### src/hdl/core_ctrl_pkg.sv
//////////////////////////////
// shared widths, privilege and pc select
// types, mcause codes and controller states
//////////////////////////////

package core_ctrl_pkg;

  // datapath word width
  localparam int unsigned XLEN         = 32;
  // fast interrupt lines and their index width
  localparam int unsigned NUM_FAST_IRQ = 15;
  localparam int unsigned FAST_ID_W    = 4;

  // privilege level, only U and M are implemented
  typedef enum logic [1:0] {
    PRIV_LVL_U = 2'b00,
    PRIV_LVL_M = 2'b11
  } priv_lvl_e;

  // fetch address select towards the IF stage
  typedef enum logic [1:0] {
    PC_BOOT = 2'b00,
    PC_JUMP = 2'b01,
    PC_EXC  = 2'b10,
    PC_ERET = 2'b11
  } pc_sel_e;

  // mcause value, bit 5 flags an interrupt
  typedef enum logic [5:0] {
    EXC_CAUSE_INSTR_ACCESS_FAULT = 6'h01,
    EXC_CAUSE_ILLEGAL_INSN       = 6'h02,
    EXC_CAUSE_BREAKPOINT         = 6'h03,
    EXC_CAUSE_LOAD_ACCESS_FAULT  = 6'h05,
    EXC_CAUSE_STORE_ACCESS_FAULT = 6'h07,
    EXC_CAUSE_ECALL_UMODE        = 6'h08,
    EXC_CAUSE_ECALL_MMODE        = 6'h0B,
    EXC_CAUSE_IRQ_SOFTWARE_M     = 6'h23,
    EXC_CAUSE_IRQ_TIMER_M        = 6'h27,
    EXC_CAUSE_IRQ_EXTERNAL_M     = 6'h2B,
    // fast interrupt n sits at 0x30 + n
    EXC_CAUSE_IRQ_FAST_0         = 6'h30,
    EXC_CAUSE_IRQ_FAST_1         = 6'h31,
    EXC_CAUSE_IRQ_FAST_2         = 6'h32,
    EXC_CAUSE_IRQ_FAST_3         = 6'h33,
    EXC_CAUSE_IRQ_FAST_4         = 6'h34,
    EXC_CAUSE_IRQ_FAST_5         = 6'h35,
    EXC_CAUSE_IRQ_FAST_6         = 6'h36,
    EXC_CAUSE_IRQ_FAST_7         = 6'h37,
    EXC_CAUSE_IRQ_FAST_8         = 6'h38,
    EXC_CAUSE_IRQ_FAST_9         = 6'h39,
    EXC_CAUSE_IRQ_FAST_10        = 6'h3A,
    EXC_CAUSE_IRQ_FAST_11        = 6'h3B,
    EXC_CAUSE_IRQ_FAST_12        = 6'h3C,
    EXC_CAUSE_IRQ_FAST_13        = 6'h3D,
    EXC_CAUSE_IRQ_FAST_14        = 6'h3E,
    EXC_CAUSE_IRQ_NM             = 6'h3F
  } exc_cause_e;

  // main controller states
  typedef enum logic [3:0] {
    RESET,
    BOOT_SET,
    WAIT_SLEEP,
    SLEEP,
    FIRST_FETCH,
    DECODE,
    FLUSH,
    IRQ_TAKEN
  } ctrl_state_e;

endpackage

### src/hdl/core_ctrl_exc.sv
//////////////////////////////
// synchronous exception unit: flag
// qualification, request registers, priority
//////////////////////////////

`timescale 1ns/1ps

module core_ctrl_exc import core_ctrl_pkg::*; (
  input  logic                   clk_i,
  input  logic                   rst_ni,
  input  logic                   instr_valid_i,
  input  logic                   illegal_insn_i,
  input  logic                   ecall_insn_i,
  input  logic                   ebrk_insn_i,
  input  logic                   mret_insn_i,
  input  logic                   wfi_insn_i,
  input  logic                   csr_pipe_flush_i,
  input  logic                   instr_fetch_err_i,
  input  logic                   instr_fetch_err_plus2_i,
  input  priv_lvl_e              priv_mode_i,
  input  logic                   csr_mstatus_tw_i,
  input  logic                   load_err_i,
  input  logic                   store_err_i,
  input  logic [XLEN-1:0]        instr_i,
  input  logic [15:0]            instr_compressed_i,
  input  logic                   instr_is_compressed_i,
  input  logic [XLEN-1:0]        pc_id_i,
  input  logic [XLEN-1:0]        lsu_addr_last_i,
  input  logic                   in_flush_i,
  output logic                   special_req_o,
  output logic                   exc_pending_o,
  output logic                   mret_insn_o,
  output logic                   wfi_insn_o,
  output exc_cause_e             exc_cause_o,
  output logic [XLEN-1:0]        exc_mtval_o
);

  logic illegal_insn, ecall_insn, ebrk_insn, csr_pipe_flush, instr_fetch_err;
  logic illegal_mode;
  logic illegal_insn_d, illegal_insn_q;
  logic exc_req_d, exc_req_q;
  logic load_err_q, store_err_q;

  // decoder flags carry no valid of their own
  assign illegal_insn    = illegal_insn_i    & instr_valid_i;
  assign ecall_insn      = ecall_insn_i      & instr_valid_i;
  assign ebrk_insn       = ebrk_insn_i       & instr_valid_i;
  assign mret_insn_o     = mret_insn_i       & instr_valid_i;
  assign wfi_insn_o      = wfi_insn_i        & instr_valid_i;
  assign csr_pipe_flush  = csr_pipe_flush_i  & instr_valid_i;
  assign instr_fetch_err = instr_fetch_err_i & instr_valid_i;

  // MRET below M-mode, or WFI trapped by mstatus.TW
  assign illegal_mode = (priv_mode_i != PRIV_LVL_M) &
                        (mret_insn_o | (csr_mstatus_tw_i & wfi_insn_o));

  // requests drop while the FSM flushes so a handled one is not seen twice
  assign illegal_insn_d = (illegal_insn | illegal_mode) & ~in_flush_i;
  assign exc_req_d      = (ecall_insn | ebrk_insn | illegal_insn_d | instr_fetch_err) &
                          ~in_flush_i;

  // anything that needs the FSM to leave DECODE
  // LSU errors come from writeback and have no ID valid
  assign special_req_o = exc_req_d | load_err_i | store_err_i |
                         mret_insn_o | wfi_insn_o | csr_pipe_flush;

  assign exc_pending_o = exc_req_q | load_err_q | store_err_q;

  always_ff @(posedge clk_i or negedge rst_ni) begin
    if (!rst_ni) begin
      illegal_insn_q <= 1'b0;
      exc_req_q      <= 1'b0;
      load_err_q     <= 1'b0;
      store_err_q    <= 1'b0;
    end else begin
      illegal_insn_q <= illegal_insn_d;
      exc_req_q      <= exc_req_d;
      load_err_q     <= load_err_i  & ~in_flush_i;
      store_err_q    <= store_err_i & ~in_flush_i;
    end
  end

  //////////////////////////////
  // priority and cause
  //////////////////////////////

  // fetch error ranks first, load error last
  // the ID stage still holds its instruction in FLUSH
  always_comb begin
    exc_cause_o = EXC_CAUSE_INSTR_ACCESS_FAULT;
    exc_mtval_o = '0;
    if (instr_fetch_err) begin
      exc_cause_o = EXC_CAUSE_INSTR_ACCESS_FAULT;
      // fault on the upper half of an unaligned word
      exc_mtval_o = instr_fetch_err_plus2_i ? (pc_id_i + XLEN'(2)) : pc_id_i;
    end else if (illegal_insn_q) begin
      exc_cause_o = EXC_CAUSE_ILLEGAL_INSN;
      exc_mtval_o = instr_is_compressed_i ? {{(XLEN-16){1'b0}}, instr_compressed_i} : instr_i;
    end else if (ecall_insn) begin
      exc_cause_o = (priv_mode_i == PRIV_LVL_M) ? EXC_CAUSE_ECALL_MMODE : EXC_CAUSE_ECALL_UMODE;
    end else if (ebrk_insn) begin
      // no debug mode, so every EBREAK is a breakpoint trap
      exc_cause_o = EXC_CAUSE_BREAKPOINT;
    end else if (store_err_q) begin
      exc_cause_o = EXC_CAUSE_STORE_ACCESS_FAULT;
      exc_mtval_o = lsu_addr_last_i;
    end else if (load_err_q) begin
      exc_cause_o = EXC_CAUSE_LOAD_ACCESS_FAULT;
      exc_mtval_o = lsu_addr_last_i;
    end
  end

endmodule

### src/hdl/core_ctrl_irq.sv
//////////////////////////////
// interrupt decision, cause encoding
// and NMI mode flag
//////////////////////////////

`timescale 1ns/1ps

module core_ctrl_irq import core_ctrl_pkg::*; (
  input  logic                    clk_i,
  input  logic                    rst_ni,
  input  logic                    irq_nm_i,
  input  logic                    irq_pending_i,
  input  logic                    csr_mstatus_mie_i,
  input  logic                    irq_software_i,
  input  logic                    irq_timer_i,
  input  logic                    irq_external_i,
  input  logic [NUM_FAST_IRQ-1:0] irq_fast_i,
  input  logic                    irq_take_i,
  input  logic                    nmi_exit_i,
  output logic                    handle_irq_o,
  output exc_cause_e              irq_cause_o,
  output logic                    nmi_mode_o
);

  logic [FAST_ID_W-1:0] fast_id;
  logic                 nmi_mode_q;

  // nested NMIs are not supported and NMI cannot be preempted
  assign handle_irq_o = ~nmi_mode_q & (irq_nm_i | (irq_pending_i & csr_mstatus_mie_i));

  // lowest index wins among the fast lines
  always_comb begin
    fast_id = '0;
    for (int i = NUM_FAST_IRQ - 1; i >= 0; i--) begin
      if (irq_fast_i[i]) begin
        fast_id = i[FAST_ID_W-1:0];
      end
    end
  end

  // NMI, fast, external, software, timer
  always_comb begin
    irq_cause_o = EXC_CAUSE_IRQ_NM;
    if (irq_nm_i) begin
      irq_cause_o = EXC_CAUSE_IRQ_NM;
    end else if (|irq_fast_i) begin
      // interrupt flag plus 16 on top of the index gives 0x30 + n
      irq_cause_o = exc_cause_e'({2'b11, fast_id});
    end else if (irq_external_i) begin
      irq_cause_o = EXC_CAUSE_IRQ_EXTERNAL_M;
    end else if (irq_software_i) begin
      irq_cause_o = EXC_CAUSE_IRQ_SOFTWARE_M;
    end else if (irq_timer_i) begin
      irq_cause_o = EXC_CAUSE_IRQ_TIMER_M;
    end
  end

  // set on entry to the NMI handler, cleared by its MRET
  always_ff @(posedge clk_i or negedge rst_ni) begin
    if (!rst_ni) begin
      nmi_mode_q <= 1'b0;
    end else if (irq_take_i && irq_nm_i) begin
      nmi_mode_q <= 1'b1;
    end else if (nmi_exit_i) begin
      nmi_mode_q <= 1'b0;
    end
  end

  assign nmi_mode_o = nmi_mode_q;

endmodule

### src/hdl/core_ctrl_fsm.sv
//////////////////////////////
// controller FSM: boot, decode, flush,
// sleep and interrupt entry, stall control
//////////////////////////////

`timescale 1ns/1ps

module core_ctrl_fsm import core_ctrl_pkg::*; (
  input  logic            clk_i,
  input  logic            rst_ni,
  input  logic            fetch_enable_i,
  input  logic            instr_valid_i,
  input  logic            stall_id_i,
  input  logic            branch_set_i,
  input  logic            jump_set_i,
  input  logic            irq_nm_i,
  input  logic            irq_pending_i,
  input  logic            special_req_i,
  input  logic            exc_pending_i,
  input  logic            mret_insn_i,
  input  logic            wfi_insn_i,
  input  exc_cause_e      exc_cause_i,
  input  logic [XLEN-1:0] exc_mtval_i,
  input  logic            handle_irq_i,
  input  exc_cause_e      irq_cause_i,
  input  logic            nmi_mode_i,
  output logic            ctrl_busy_o,
  output logic            controller_run_o,
  output logic            instr_req_o,
  output logic            pc_set_o,
  output pc_sel_e         pc_mux_o,
  output exc_cause_e      exc_cause_o,
  output logic [XLEN-1:0] csr_mtval_o,
  output logic            csr_save_if_o,
  output logic            csr_save_id_o,
  output logic            csr_save_cause_o,
  output logic            csr_restore_mret_o,
  output logic            id_in_ready_o,
  output logic            instr_valid_clear_o,
  output logic            flush_id_o,
  output logic            in_flush_o,
  output logic            irq_take_o,
  output logic            nmi_exit_o
);

  ctrl_state_e state_q, state_d;
  logic        halt_if;
  logic        retain_id;
  logic        flush_id;

  always_comb begin
    state_d            = state_q;
    instr_req_o        = 1'b1;
    ctrl_busy_o        = 1'b1;
    controller_run_o   = 1'b0;
    // pc_mux only matters while pc_set is high
    pc_set_o           = 1'b0;
    pc_mux_o           = PC_BOOT;
    exc_cause_o        = exc_cause_i;
    csr_mtval_o        = '0;
    csr_save_if_o      = 1'b0;
    csr_save_id_o      = 1'b0;
    csr_save_cause_o   = 1'b0;
    csr_restore_mret_o = 1'b0;
    halt_if            = 1'b0;
    retain_id          = 1'b0;
    flush_id           = 1'b0;
    irq_take_o         = 1'b0;
    nmi_exit_o         = 1'b0;

    unique case (state_q)
      RESET: begin
        instr_req_o = 1'b0;
        pc_set_o    = 1'b1;
        if (fetch_enable_i) begin
          state_d = BOOT_SET;
        end
      end

      BOOT_SET: begin
        // load the boot address into the fetch PC
        pc_set_o = 1'b1;
        state_d  = FIRST_FETCH;
      end

      WAIT_SLEEP: begin
        ctrl_busy_o = 1'b0;
        instr_req_o = 1'b0;
        halt_if     = 1'b1;
        flush_id    = 1'b1;
        state_d     = SLEEP;
      end

      SLEEP: begin
        instr_req_o = 1'b0;
        halt_if     = 1'b1;
        flush_id    = 1'b1;
        // any interrupt wakes the core, even with MIE clear
        if (irq_nm_i || irq_pending_i) begin
          state_d = FIRST_FETCH;
        end else begin
          ctrl_busy_o = 1'b0;
        end
      end

      FIRST_FETCH: begin
        // wait for the first instruction to be accepted
        if (!stall_id_i) begin
          state_d = DECODE;
        end
        if (handle_irq_i) begin
          halt_if = 1'b1;
          state_d = IRQ_TAKEN;
        end
      end

      DECODE: begin
        controller_run_o = 1'b1;
        pc_mux_o         = PC_JUMP;
        // keep the instruction in ID so FLUSH can see it
        if (special_req_i) begin
          retain_id = 1'b1;
          state_d   = FLUSH;
        end
        if (branch_set_i || jump_set_i) begin
          pc_set_o = 1'b1;
        end
        // let the instruction in ID finish before the interrupt
        if (handle_irq_i && (stall_id_i || instr_valid_i)) begin
          halt_if = 1'b1;
        end
        if (!stall_id_i && !special_req_i && !instr_valid_i && handle_irq_i) begin
          halt_if = 1'b1;
          state_d = IRQ_TAKEN;
        end
      end

      IRQ_TAKEN: begin
        pc_mux_o = PC_EXC;
        // mepc takes the IF PC since ID is empty
        if (handle_irq_i) begin
          pc_set_o         = 1'b1;
          csr_save_if_o    = 1'b1;
          csr_save_cause_o = 1'b1;
          exc_cause_o      = irq_cause_i;
          irq_take_o       = 1'b1;
        end
        state_d = DECODE;
      end

      FLUSH: begin
        halt_if  = 1'b1;
        flush_id = 1'b1;
        state_d  = DECODE;
        if (exc_pending_i) begin
          // trap, mepc takes the ID PC
          pc_set_o         = 1'b1;
          pc_mux_o         = PC_EXC;
          csr_save_id_o    = 1'b1;
          csr_save_cause_o = 1'b1;
          csr_mtval_o      = exc_mtval_i;
        end else if (mret_insn_i) begin
          pc_set_o           = 1'b1;
          pc_mux_o           = PC_ERET;
          csr_restore_mret_o = 1'b1;
          nmi_exit_o         = nmi_mode_i;
        end else if (wfi_insn_i) begin
          state_d = WAIT_SLEEP;
        end
      end

      default: begin
        instr_req_o = 1'b0;
        state_d     = RESET;
      end
    endcase
  end

  always_ff @(posedge clk_i or negedge rst_ni) begin
    if (!rst_ni) begin
      state_q <= RESET;
    end else begin
      state_q <= state_d;
    end
  end

  //////////////////////////////
  // stall control
  //////////////////////////////

  assign id_in_ready_o       = ~stall_id_i & ~halt_if & ~retain_id;
  // retain keeps valid set unless the flush kills it
  assign instr_valid_clear_o = ~(stall_id_i | retain_id) | flush_id;
  assign flush_id_o          = flush_id;
  assign in_flush_o          = (state_q == FLUSH);

endmodule

### src/hdl/core_ctrl.sv
//////////////////////////////
// controller top: exception, interrupt
// and FSM units
//////////////////////////////

`timescale 1ns/1ps

module core_ctrl import core_ctrl_pkg::*; (
  input  logic                    clk_i,
  input  logic                    rst_ni,
  input  logic                    fetch_enable_i,
  output logic                    ctrl_busy_o,
  output logic                    controller_run_o,
  // decoder
  input  logic                    illegal_insn_i,
  input  logic                    ecall_insn_i,
  input  logic                    ebrk_insn_i,
  input  logic                    mret_insn_i,
  input  logic                    wfi_insn_i,
  input  logic                    csr_pipe_flush_i,
  // IF-ID register
  input  logic                    instr_valid_i,
  input  logic [XLEN-1:0]         instr_i,
  input  logic [15:0]             instr_compressed_i,
  input  logic                    instr_is_compressed_i,
  input  logic                    instr_fetch_err_i,
  input  logic                    instr_fetch_err_plus2_i,
  input  logic [XLEN-1:0]         pc_id_i,
  output logic                    instr_valid_clear_o,
  output logic                    id_in_ready_o,
  // fetch
  output logic                    instr_req_o,
  output logic                    pc_set_o,
  output pc_sel_e                 pc_mux_o,
  output exc_cause_e              exc_cause_o,
  // LSU
  input  logic [XLEN-1:0]         lsu_addr_last_i,
  input  logic                    load_err_i,
  input  logic                    store_err_i,
  input  logic                    branch_set_i,
  input  logic                    jump_set_i,
  // interrupts
  input  logic                    csr_mstatus_mie_i,
  input  logic                    irq_pending_i,
  input  logic                    irq_software_i,
  input  logic                    irq_timer_i,
  input  logic                    irq_external_i,
  input  logic [NUM_FAST_IRQ-1:0] irq_fast_i,
  input  logic                    irq_nm_i,
  output logic                    nmi_mode_o,
  // CSR file
  output logic                    csr_save_if_o,
  output logic                    csr_save_id_o,
  output logic                    csr_restore_mret_o,
  output logic                    csr_save_cause_o,
  output logic [XLEN-1:0]         csr_mtval_o,
  input  priv_lvl_e               priv_mode_i,
  input  logic                    csr_mstatus_tw_i,
  // pipeline
  input  logic                    stall_id_i,
  output logic                    flush_id_o
);

  logic            special_req, exc_pending, mret_insn, wfi_insn, in_flush;
  exc_cause_e      exc_cause, irq_cause;
  logic [XLEN-1:0] exc_mtval;
  logic            handle_irq, irq_take, nmi_exit;

  core_ctrl_exc u_exc (
    .clk_i                   (clk_i),
    .rst_ni                  (rst_ni),
    .instr_valid_i           (instr_valid_i),
    .illegal_insn_i          (illegal_insn_i),
    .ecall_insn_i            (ecall_insn_i),
    .ebrk_insn_i             (ebrk_insn_i),
    .mret_insn_i             (mret_insn_i),
    .wfi_insn_i              (wfi_insn_i),
    .csr_pipe_flush_i        (csr_pipe_flush_i),
    .instr_fetch_err_i       (instr_fetch_err_i),
    .instr_fetch_err_plus2_i (instr_fetch_err_plus2_i),
    .priv_mode_i             (priv_mode_i),
    .csr_mstatus_tw_i        (csr_mstatus_tw_i),
    .load_err_i              (load_err_i),
    .store_err_i             (store_err_i),
    .instr_i                 (instr_i),
    .instr_compressed_i      (instr_compressed_i),
    .instr_is_compressed_i   (instr_is_compressed_i),
    .pc_id_i                 (pc_id_i),
    .lsu_addr_last_i         (lsu_addr_last_i),
    .in_flush_i              (in_flush),
    .special_req_o           (special_req),
    .exc_pending_o           (exc_pending),
    .mret_insn_o             (mret_insn),
    .wfi_insn_o              (wfi_insn),
    .exc_cause_o             (exc_cause),
    .exc_mtval_o             (exc_mtval)
  );

  core_ctrl_irq u_irq (
    .clk_i             (clk_i),
    .rst_ni            (rst_ni),
    .irq_nm_i          (irq_nm_i),
    .irq_pending_i     (irq_pending_i),
    .csr_mstatus_mie_i (csr_mstatus_mie_i),
    .irq_software_i    (irq_software_i),
    .irq_timer_i       (irq_timer_i),
    .irq_external_i    (irq_external_i),
    .irq_fast_i        (irq_fast_i),
    .irq_take_i        (irq_take),
    .nmi_exit_i        (nmi_exit),
    .handle_irq_o      (handle_irq),
    .irq_cause_o       (irq_cause),
    .nmi_mode_o        (nmi_mode_o)
  );

  core_ctrl_fsm u_fsm (
    .clk_i               (clk_i),
    .rst_ni              (rst_ni),
    .fetch_enable_i      (fetch_enable_i),
    .instr_valid_i       (instr_valid_i),
    .stall_id_i          (stall_id_i),
    .branch_set_i        (branch_set_i),
    .jump_set_i          (jump_set_i),
    .irq_nm_i            (irq_nm_i),
    .irq_pending_i       (irq_pending_i),
    .special_req_i       (special_req),
    .exc_pending_i       (exc_pending),
    .mret_insn_i         (mret_insn),
    .wfi_insn_i          (wfi_insn),
    .exc_cause_i         (exc_cause),
    .exc_mtval_i         (exc_mtval),
    .handle_irq_i        (handle_irq),
    .irq_cause_i         (irq_cause),
    .nmi_mode_i          (nmi_mode_o),
    .ctrl_busy_o         (ctrl_busy_o),
    .controller_run_o    (controller_run_o),
    .instr_req_o         (instr_req_o),
    .pc_set_o            (pc_set_o),
    .pc_mux_o            (pc_mux_o),
    .exc_cause_o         (exc_cause_o),
    .csr_mtval_o         (csr_mtval_o),
    .csr_save_if_o       (csr_save_if_o),
    .csr_save_id_o       (csr_save_id_o),
    .csr_save_cause_o    (csr_save_cause_o),
    .csr_restore_mret_o  (csr_restore_mret_o),
    .id_in_ready_o       (id_in_ready_o),
    .instr_valid_clear_o (instr_valid_clear_o),
    .flush_id_o          (flush_id_o),
    .in_flush_o          (in_flush),
    .irq_take_o          (irq_take),
    .nmi_exit_o          (nmi_exit)
  );

endmodule

### config.mk
export PLATFORM = sky130hd
export DESIGN_NAME = core_ctrl
export DESIGN_NICKNAME = d
export VERILOG_FILES = /design/src/hdl/core_ctrl_pkg.sv /design/src/hdl/core_ctrl_exc.sv /design/src/hdl/core_ctrl_irq.sv /design/src/hdl/core_ctrl_fsm.sv /design/src/hdl/core_ctrl.sv
export SDC_FILE = /design/constraint.sdc
export NUM_CORES = 1
export LEC_CHECK = 0
export ABC_AREA = 1
export BUFFER_PORTS_ARGS = -buffer_cell sky130_fd_sc_hd__buf_2
export CAP_MARGIN = 40
export CORE_ASPECT_RATIO = 0.6
export CORE_MARGIN = 2
export CORE_UTILIZATION = 30
export CTS_CLUSTER_SIZE = 40
export DETAILED_ROUTE_END_ITERATION = 8
export SKIP_CTS_REPAIR_TIMING = 1
export SLEW_MARGIN = 20
export SYNTH_ARGS = -nofsm -noshare
export SYNTH_HDL_FRONTEND = slang
export SYNTH_SLANG_ARGS = --single-unit
### constraint.sdc
create_clock -name clk_i -period 2 [get_ports clk_i]
set_clock_uncertainty 0.2 [all_clocks]
set_input_delay 0.1 -clock clk_i [delete_from_list [all_inputs] [get_ports clk_i]]
set_output_delay 0.1 -clock clk_i [all_outputs]
set_load 0.03 [all_outputs]
==> impl_results.md <==
- Status: finished, violations left
- Failing checks: setup timing
- Clk slew on worst S/H paths: roughly 40 ps
- Die area: 9790 µm²
- Post-DRT Antenna Nets: 0
- Ant diodes: 0
- Actual slew at the worst max-slew pin: 420 ps
- Clk Latency, worst-skew pair: 230 ps
- RePlAce Congestion: between 0.9 and 1
- Arrival time at the worst endpoint: 1710 ps
- Starting density of the core: a little under a third
- Worst r2r src: u_exc.load_err_q
- I/O pin total: roughly 200
- Flops & latches, synth: 8
- Root Buffer Master: clkbuf_16
- Vias in the first global route: 4,030
- Unrepaired setup endpoints after global routing: yes
- Fin crit period: 2010 ps
- Final setup violation count: 1
- Seq/Total Area, Yosys: 7.42%
- Cells after Synth: 549
- CP required: approximately 1700 ps
- First-pass DRT Iterations: 5
- CP Capture Type: output pin
- Fin crit share: 100%
- Cell area after synthesis: around 2700 µm²
- Initial antenna violation count: 0
- CORE AREA: 8620 µm²
- Worst vdd ir: 0.601 mV
- Critical path launch point type: register
- Total CTS buffers: 3
- Leak: 0.00268 µW
- DR vias/cell: just over 5
- Layout cells sized above 1: 43.4%
- Max Fanout on Critical Path: 31
- Max Cap Violations: 0
- Synthesized Nets: 704
- Final setup margin: -6.59 ps
- Synth area leaders: nand2_1, nand3_1, inv_1, o21ai_0, nor2_1
- Top-area cell type share of the netlist area: 16.7%
- First-pass GRT wire length: just over 20,000 µm
- Clk pwr share: 10.1%
- Post-route cell area: 4890 µm²
- CTS tree: yes
- Power density over the cells: about 680 nW/µm²
- Die Ht: 77.5 µm
- Initial DRC Count: around 330
- Max-slew violation count: 0
- Area Growth Syn to Fin: 81.1%
- Total GRT Usage: 25.5%
- Row cnt: 26
- Final hold vios: 0
- Logic pwr share: 81.7%
- Commonest non-fill, non-tap cell in the layout: buf_2
- I/O Buffers: 205
- Seq pwr share: 8.1%
- Maximum root-to-sink buffer count: 2
- Largest net degree at the start of global routing: 32
- CTS Sinks: 8
- Util after Layout: between 50% and 60%
- Aggregate global routing overflow: 0
- WL final: 14,300 µm
- Slew Limit Headroom: 71.9%
- Power Internal: ~1500 µW
- Placed instance area: 4120 µm²
- Launch point of the worst path: u_exc.illegal_insn_q
- Crit path kind: register to output pin
- Total Nets Final: approximately 950
- Total Power: ~3300 µW
- Commonest cells after routing, fill and taps aside: buf_2, nand2_1, inv_1
- Hold Crit Class: primary input to async pin
- Die X: 126 µm
- Routed wire per std cell: around 16 µm
- CTS H-tree depth: 1
- Switch share: between 50% and 60%
- Switching pwr: 1770 µW
- Vias: between 4k and 5k
- DRC: 0
- HPWL Detailed: about 11,000 µm
- F_max: 498 MHz
- Synth Warn #: 0
- Mean Syn Cell Area: approximately 5 µm²
- Cell taking the most area after synthesis: nand2_1
- Synth cell types: 35
power by group through the flow:
stage / Combinational (µW) / Clock, µW / Sequential [µW]
after floorplan: 1340 / 0 / 270
after global placement: 2160 / 0 / 252
after detailed placement: 2170 / 0 / 254
after CTS: 2170 / 338 / 253
after global routing: 2900 / 357 / 274
final: 2710 / 336 / 270
metal layers:
layer	part of all wire [%]	vias to the layer above	track usage (%)
met4	0.85	0	2.53
met1	49	2144	40.9
met2	43	180	36.8
li1	-	2303	-
met5	0	-	0
met3	7.6	13	3.03
worst paths after layout:
| check | to | slack [ps] | cells after the start |
|---|---|---|---|
| setup / recovery | csr_mtval_o[6] | -7 | 6 |
| hold / removal | u_fsm.state_q[0] | 50 | 2 |
| setup reg to reg | u_fsm.state_q[0] | 230 | 10 |
| hold reg to reg | u_irq.nmi_mode_o | 420 | 2 |
| max in group asynchronous | u_fsm.state_q[1] | 1370 | 2 |
| min in group clk_i | u_exc.illegal_insn_q | 60 | 5 |
sequential cells by signal, indices dropped and copies added (netlist names):
register,flops
u_exc.exc_req_q,1
u_exc.illegal_insn_q,1
u_exc.load_err_q,1
u_exc.store_err_q,1
u_fsm.state_q,3
u_irq.nmi_mode_o,1
cell usage after synthesis:
master,count
o21ai_0,57
o41ai_1,2
or2_0,2
inv_2,3
o22ai_1,4
clkinv_2,1
clkbuf_1,16
inv_1,84
nor2_2,5
nand3_1,72
nor2_1,62
o31ai_1,2
nand4_2,1
xnor2_1,1
nand2_2,2
dfrtp_1,8
a21oi_1,46
a211oi_1,2
o211ai_1,7
nor2_4,1
nand4_1,5
nand2_1,120
a31oi_1,4
o2111ai_1,1
buf_2,5
nor3_1,19
o21ai_1,4
nor2_8,1
nor3_2,2
xor2_1,2
or2_2,3
ha_1,1
a21oi_2,1
buf_4,1
nand2_4,2
cell families (layout without fill, tap and decap cells):
logic type	Yosys count	in the layout	share of synthesized area, %
AOI/OAI and AO/OA	130	130	26.1
xor gates and xnor gates	3	3	0.974
DFF	8	8	7.42
buffers and inverters	110	356	15.7
adders and majority gates	1	1	0.464
and+or+nand+nor	297	297	49.4
cell type report:
| cell class | instances | area (µm²) |
|---|---|---|
| fill | 885 | 3730 |
| clock buffer | 3 | 75.1 |
| tap | 112 | 140 |
| inverter | 88 | 334 |
| multi-input combinational | 431 | 2380 |
| timing repair buffer | 265 | 1760 |
| sequential | 8 | 200 |
worst max-delay path: stages (launching register included):
cell,delay (ps)
dfrtp_1,380
buf_12,190
o21ai_0,100
o211ai_1,390
nand2_1,100
nor2_1,130
buf_4,170
through the flow:
step / hold slack [ps] / setup WS, ps / setup TNS, ps / cells
detailed placement: -246 / -42.4 / -42.4 / 882
CTS: -484 / -204 / -1680 / 885
global route: 69.0 / -91.4 / -984 / 907
floorplan: -396 / -51.3 / -384 / 549
global placement: -246 / -20.4 / -22.2 / 882
finish: 50.1 / -6.59 / -6.59 / 907
Power figures use the tool's default switching activity.
